### src/rtl/eeprom_pkg.sv
package eeprom_pkg;

    // device type identifier for 24C16 style parts
    localparam logic [3:0] DEV_CODE = 4'b1010;

    // scl cycles per quarter of a bus bit
    localparam int QUARTER = 4;
    localparam int QTR_W = $clog2(QUARTER);
    localparam logic [QTR_W-1:0] QTR_LAST = QTR_W'(QUARTER - 1);

    // block number plus word address
    localparam int ADDR_W = 11;

    // one bus transaction as issued by the host side
    typedef struct packed {
        // 1 = random read, 0 = byte write
        logic       op;
        logic [3:0] dev_code;
        logic [2:0] block;
        logic [7:0] word_addr;
        logic [7:0] wr_data;
    } cmd_t;

    // returned with done
    typedef struct packed {
        logic [7:0] rd_data;
        logic       ack_error;
    } result_t;

endpackage

### src/rtl/i2c_bus_master.sv
`timescale 1ns/10ps

module i2c_bus_master (
    input  logic                scl,
    input  logic                reset,
    input  logic                cmd_valid,
    input  eeprom_pkg::cmd_t    cmd,
    input  logic                sda_in,
    output logic                bus_clk,
    output logic                sda_out,
    output logic                busy,
    output logic                done,
    output eeprom_pkg::result_t result
);

    typedef enum logic [2:0] {
        IDLE,
        START,
        SEND,
        RECV,
        STOP
    } state_t;

    state_t                       state;
    eeprom_pkg::cmd_t             cmd_q;
    logic [eeprom_pkg::QTR_W-1:0] qcnt;
    logic [1:0]                   quarter;
    logic [3:0]                   bit_cnt;
    logic [1:0]                   byte_idx;
    logic [7:0]                   shift;
    logic                         ack_bit;
    logic                         ack_error;
    logic                         tick;
    logic                         last_bit;

    assign tick = (qcnt == eeprom_pkg::QTR_LAST);
    // ninth bit of a byte is the acknowledge slot
    assign last_bit = (bit_cnt == 4'd8);

    always_ff @(posedge scl)
    begin
        if (reset)
        begin
            state     <= IDLE;
            qcnt      <= '0;
            quarter   <= '0;
            bit_cnt   <= '0;
            byte_idx  <= '0;
            bus_clk   <= 1'b1;
            sda_out   <= 1'b1;
            busy      <= 1'b0;
            done      <= 1'b0;
            ack_error <= 1'b0;
        end
        else
        begin
            done <= 1'b0;
            if (state == IDLE)
            begin
                if (cmd_valid)
                begin
                    cmd_q     <= cmd;
                    state     <= START;
                    busy      <= 1'b1;
                    bus_clk   <= 1'b0;
                    byte_idx  <= '0;
                    ack_error <= 1'b0;
                end
            end
            else
            begin
                qcnt <= tick ? '0 : qcnt + 1'b1;
                if (tick)
                begin
                    quarter <= quarter + 2'd1;
                    case (quarter)
                        // clock low, set up the data line
                        2'd0:
                        begin
                            case (state)
                                SEND:    sda_out <= last_bit ? 1'b1 : shift[7];
                                STOP:    sda_out <= 1'b0;
                                default: sda_out <= 1'b1;
                            endcase
                        end
                        2'd1:
                        begin
                            bus_clk <= 1'b1;
                        end
                        // middle of the high phase
                        2'd2:
                        begin
                            if (state == START)
                                sda_out <= 1'b0;
                            else if (state == STOP)
                                sda_out <= 1'b1;
                            else if (!last_bit)
                                shift <= {shift[6:0], sda_in};
                            else
                                ack_bit <= sda_in;
                        end
                        default:
                        begin
                            bus_clk <= 1'b0;
                            case (state)
                                START:
                                begin
                                    state   <= SEND;
                                    bit_cnt <= '0;
                                    shift   <= {cmd_q.dev_code, cmd_q.block, byte_idx != 2'd0};
                                end
                                SEND:
                                begin
                                    if (!last_bit)
                                        bit_cnt <= bit_cnt + 4'd1;
                                    else
                                    begin
                                        bit_cnt <= '0;
                                        if (ack_bit)
                                        begin
                                            // no acknowledge, abort with a stop
                                            ack_error <= 1'b1;
                                            state     <= STOP;
                                        end
                                        else if (byte_idx == 2'd0)
                                        begin
                                            byte_idx <= 2'd1;
                                            shift    <= cmd_q.word_addr;
                                        end
                                        else if (byte_idx == 2'd1)
                                        begin
                                            byte_idx <= 2'd2;
                                            if (cmd_q.op)
                                                state <= START;
                                            else
                                                shift <= cmd_q.wr_data;
                                        end
                                        else
                                            state <= cmd_q.op ? RECV : STOP;
                                    end
                                end
                                RECV:
                                begin
                                    if (!last_bit)
                                        bit_cnt <= bit_cnt + 4'd1;
                                    else
                                    begin
                                        bit_cnt <= '0;
                                        state   <= STOP;
                                    end
                                end
                                default:
                                begin
                                    // stop complete, bus left idle
                                    bus_clk          <= 1'b1;
                                    state            <= IDLE;
                                    busy             <= 1'b0;
                                    done             <= 1'b1;
                                    result.ack_error <= ack_error;
                                    result.rd_data   <= (cmd_q.op && !ack_error) ? shift : '0;
                                end
                            endcase
                        end
                    endcase
                end
            end
        end
    end

endmodule

### config.mk
export PLATFORM = sky130hd
export DESIGN_NAME = i2c_bus_master
export DESIGN_NICKNAME = d
export VERILOG_FILES = /design/src/rtl/eeprom_pkg.sv /design/src/rtl/i2c_bus_master.sv
export SDC_FILE = /design/constraint.sdc
export NUM_CORES = 1
export LEC_CHECK = 0
export BUFFER_PORTS_ARGS = -buffer_cell sky130_fd_sc_hd__buf_4
export CORE_ASPECT_RATIO = 1.75
export CORE_UTILIZATION = 50
export CTS_CLUSTER_SIZE = 30
export DETAILED_ROUTE_END_ITERATION = 7
export GPL_TIMING_DRIVEN = 0
export HOLD_SLACK_MARGIN = 0.15
export PLACE_DENSITY = 0.72
export SLEW_MARGIN = 20
export SYNTH_ARGS = -nofsm -noshare
export SYNTH_HDL_FRONTEND = slang
export SYNTH_SLANG_ARGS = --single-unit
export TNS_END_PERCENT = 100
### constraint.sdc
create_clock -name scl -period 3.5 [get_ports scl]
set_clock_uncertainty 0.05 [all_clocks]
set_input_delay 0.35 -clock scl [delete_from_list [all_inputs] [get_ports scl]]
set_output_delay 0.35 -clock scl [all_outputs]
set_load 0.05 [all_outputs]
Yosys cells after proc, flatten, opt, wreduce, memory -nomap -nowiden:

Index checks and enable logic that the tools add are counted.

* bits in registers: 60
* input bits: 28
* output and inout bits: 13
* word-level logic and storage cells: 143

* add/sub/neg operators: 3
* equal/unequal tests: 26
* multiplexer cells: 55
* bitwise operators: 8
* reductions and logical operators: 32

Operator list (number)
* 2-to-1 mux 8 bit: 8
* 2-to-1 mux 3 bit: 11
* one-hot mux 8 bit (2 select lines): 2
* AND reduction 7 bit: 3
* 2-to-1 mux 2 bit: 10
* 2-to-1 mux 1 bit: 18
* != test 3 bit, second input constant: 5
* nonzero test 2 bit: 7
* != test 4 bit, second input constant: 3
* AND reduction 12 bit: 1
* AND reduction 4 bit: 3
* one-hot mux 3 bit (3 select lines): 1
* != test 2 x 1 -> 1 bit, second input constant: 4
* != test 2 bit, second input constant: 4
* NOT 1 bit: 8
* one-hot mux 4 bit (2 select lines): 1
* == test 3 x 2 -> 1 bit, second input constant: 2
* one-hot mux 1 bit (2 select lines): 3
* AND reduction 3 bit: 2
* AND reduction 6 bit: 1
* nonzero test 3 bit: 2
* OR reduction 2 bit: 3
* OR reduction 3 bit: 2
* OR reduction 6 bit: 1
* 15 further kinds: 19

Longest topological paths before layout:

* depth in word-level cells: 9
* depth in mapped cells: 7
* depth with buffers taken out: 6

Worst setup path after synthesis:

No wires, ideal clock.

* path type: flip-flop to flip-flop
* from: reg state[2]
* to: reg cmd_q[0] in the netlist's numbering (enable)
* setup time: 0.405 ns
* arrival time: 2.056 ns
* data required time: 3.045 ns
* slack: 0.990 ns
* cell stages (with the launch flop): 5
* path buffers: 2
* clock period less this slack: 2.510 ns
* cells stage by stage: dfxtp_1 -> buf_6 -> or4b_1 -> buf_2 -> nor2_1

* longest elaborated chain between the ends: 2

Ends and longest elaborated chain
* start, declared: RTL line i2c_bus_master.sv:24 `state_t state;`
* start signal, assigned: RTL line i2c_bus_master.sv:139 `state <= cmd_q.op ? RECV : STOP;`
* logical NOT 3 bit: RTL line i2c_bus_master.sv:58 `if (state == IDLE)`
* AND reduction 3 bit (no source line)
* end signal, assigned: RTL line i2c_bus_master.sv:62 `cmd_q <= cmd;`
* end, declared: RTL line i2c_bus_master.sv:25 `eeprom_pkg::cmd_t cmd_q;`

Every way passes these cells.
A chain may end at the register's enable or synchronous reset.

Worst setup path in the final report:

* from: reg quarter[0]
* to: reg shift[4] (enable)

* longest elaborated chain between the ends: 4
* elaborated cells between the ends (all ways): 14
* those cells by class: 9 x eq/ne; 1 x bitwise; 4 x reduce/logical

Ends and longest elaborated chain
* start, declared: RTL line i2c_bus_master.sv:27 `logic [1:0] quarter;`
* start signal, assigned: RTL line i2c_bus_master.sv:75 `quarter <= quarter + 2'd1;`
* parallel branches: the longest is 3 deep, another holds != test 4 bit
* AND reduction 12 bit (no source line) (*)
* end signal, assigned: RTL line i2c_bus_master.sv:98 `shift <= {shift[6:0], sda_in};`
* end signal, assigned: RTL line i2c_bus_master.sv:110 `shift <= {cmd_q.dev_code, cmd_q.block, byte_idx != 2'd0};`
* end signal, assigned: RTL line i2c_bus_master.sv:128 `shift <= cmd_q.word_addr;`
* end, declared: RTL line i2c_bus_master.sv:30 `logic [7:0] shift;`

Every way passes the cells marked *.

==> results.cfg <==
[floorplan]
ios = 41
start_util_pct = 52.8
chipHeight_um = 98.7
dieArea_mm2 = 0.00565
die_w_um = 57.3
coreArea_mm2 = 0.00506
rows = 34

[cells_and_area]
syn_to_final_growth_pct = 31.1
diodes = 0
drive_above_1_share_pct = 18.8
nets = 345

[clock_network]
cts_max_level = 3
cts_tree = done
clkLatencyLatePin_ps = 340
clockBufferDepth = 2
post_cts_buffers = 0
cts.sinks = 60
cts.clk_slew.worst_paths_ps = 60
cts_buffers = 9
cts_resized = 0
root_buffer = clkbuf_8

[worst_hold_path]
hp-class = input port to flip-flop

[drt]
route.detailed.drc = 2
drtIter0Drc = 113
wirelength_um = 6130
via_count = 2118
viasPerCell = 5.77
wl_per_cell_um = 16.7
ant_nets = 0
first_pass_iters = 6

[synth]
synth.net_count = 269
synthCells = 233
synth_ff_type = edfxtp_1
synth_fa_ha_area_share_pct = 3.75
synthXorXnorAreaFrac_pct = 0.328
ys_types = 46
synth_compound_gate_area_share_pct = 14.3
ys_top_cells_by_area = edfxtp_1 47%, dfxtp_1 13%, ha_1 3.7%, nor2_1 3.4%, a311oi_1 3.0%
synth.cell_area_mm2 = 0.00267
synthMuxAreaShare_pct = 0.796
ys.warnings.count = 0
async_flop_share_pct = 0
avgSynthCellArea_um2 = 11.5
synth-simple-area-share_pct = 17.1
synth_top_family_by_area = simple AND/OR/NAND/NOR gates
ys_seq_elements = 60
synth_top_cell_by_area = edfxtp_1
synth.top_cell.area_share_pct = 47.2
yosysSeqAreaShare_pct = 60.7
synth_enable_flop_cells = 42

[sta]
fin_setup_tns_ps = 0
rsz0062_at_grt = false
hold_violations = 0
tightest_slew_ps = 828
timing.hold.ws_ps = 304
post-route-period-util_pct = 82.2
fmax_mhz = 348
setup_viol = 0
maxSlewHeadroom_pct = 44.4
min_period_ps = 2880
finalMaxSlewViolations = 0

[critical_path]
startpoint_type = flip-flop
crit_fanout = 10
critical_path_class = flip-flop to flip-flop
worstPathArrival_ps = 2790
rrSetupSlack_ps = 620
critPathCaptureType = flip-flop
critPathRequiredTime_ps = 3420

[global_routing]
track_usage_pct = 24.6
grt_start_max_net_pins = 19
grt_pass1_wl_um = 10300
grt.overflow.total = 0
grt_pass1_vias = 2213
antenna_found_initial = 0

[pwr]
power_density_mw_per_mm2 = 597
power_leakage_uw = 0.00131
ir_drop_mv = 0.440
power.total_uw = 2090

[place]
hpwl_um = 3930
place_congestion = 0.880
port-buffer-count = 39

[run_status]
status = finished with violations
failed_checks = design-rule violations

[run]
drv_cap = 0
[logic make-up after synthesis]
logic type | after synthesis
xor gates and xnor gates | 1
AOI/OAI and AO/OA | 57
adders and majority gates | 8
DFF | 60
and+or+nand+nor | 86
muxes | 2
buffers and inverters | 19
[path summary, 6_finish.rpt]
| kind | from | to | cells after the start |
|---|---|---|---|
| min reg2reg | ack_error | result[0] | 0 |
| max reg2reg | quarter[0] | shift[4] | 7 |
| max | quarter[0] | shift[4] | 7 |
| min | cmd_valid | busy | 3 |
[layout make-up]
type | instances | area [um2]
Clock inverter | 5 | 77.6
Tap cell | 54 | 67.6
Multi-Input combinational cell | 154 | 972
Clock buffer | 10 | 128
Inverter | 5 | 18.8
Sequential cell | 60 | 1620
Timing Repair Buffer | 65 | 554
Buffer | 14 | 61.3
Fill cell | 374 | 1560
[cell usage in the layout (no fill, tap or decap), types with 3 or more instances in the layout]
| master | Yosys | layout |
|---|---|---|
| nor4_1 | 3 | 3 |
| a311oi_1 | 9 | 9 |
| edfxtp_1 | 42 | 42 |
| nor2_1 | 24 | 23 |
| dfxtp_1 | 18 | 18 |
| ha_1 | 8 | 8 |
| or3_1 | 4 | 4 |
| clkbuf_1 | 11 | 12 |
| dlygate4sd3_1 | 0 | 25 |
| a21oi_1 | 14 | 14 |
| buf_4 | 0 | 39 |
| nand2_1 | 17 | 17 |
| inv_1 | 5 | 5 |
| nor3_1 | 3 | 3 |
| and2_1 | 8 | 8 |
| o21ai_0 | 13 | 13 |
| a21o_1 | 7 | 7 |
| clkbuf_8 | 0 | 9 |
| nand3_1 | 5 | 5 |
| nor2b_1 | 5 | 5 |
[worst max-delay path, stage by stage (launching register included)]
cell,delay [ps]
dfxtp_1,330
inv_1,140
ha_1,160
clkbuf_1,310
clkbuf_1,410
o211ai_1,170
a211o_1,280
a21oi_1,650
[routing by layer]
layer / GRT usage (%) / share of wire, % / wire (um)
met3: 4.33 / 3.6 / 219
met4: 21.4 / 5.2 / 319
met5: 0 / 0 / 0
met2: 41.7 / 54 / 3340
met1: 25.4 / 37 / 2260
[cells in the mapped netlist (2+ instances only)]
library cell and number:
edfxtp_1 42, nor2_1 24, dfxtp_1 18, nand2_1 17, a21oi_1 14, o21ai_0 13, clkbuf_1 11, a311oi_1 9
and2_1 8, ha_1 8, a21o_1 7, inv_1 5, nand3_1 5, nor2b_1 5, or3_1 4, nor3_1 3
nor4_1 3, a31oi_1 2, a32oi_1 2, and3_1 2, nand2b_1 2, nand3b_1 2, nor3b_1 2, nor4b_1 2
or4b_1 2
[flip-flops by register name, indices dropped and copies added, names as in the netlist, 2 cells and up]
register,cells
state,3
shift,8
cmd_q,24
byte_idx,2
bit_cnt,4
quarter,2
qcnt,2
result,9
[through the flow]
| step | util [%] | std cells | instance area [um2] | setup slack (ps) |
|---|---|---|---|---|
| floorplan | - | 233 | 2670 | 990 |
| global placement | 59.9 | 326 | 3030 | 669 |
| detailed placement | 60.2 | 327 | 3050 | 641 |
| CTS | 69.2 | 367 | 3500 | 630 |
| global route | 69.2 | 367 | 3500 | 443 |
| finish | 69.2 | 367 | 3500 | 623 |
[repair_timing]
item                                    CTS  global route
endpoints found under the setup margin    0             0
hold buffers                             25             0
hold endpoints to repair                 25             0
[power by group]
group | internal, uW | switching [uW]
logic | 211 | 319
clock network | 394 | 267
registers | 856 | 42.8
Power figures use the tool's default switching activity.
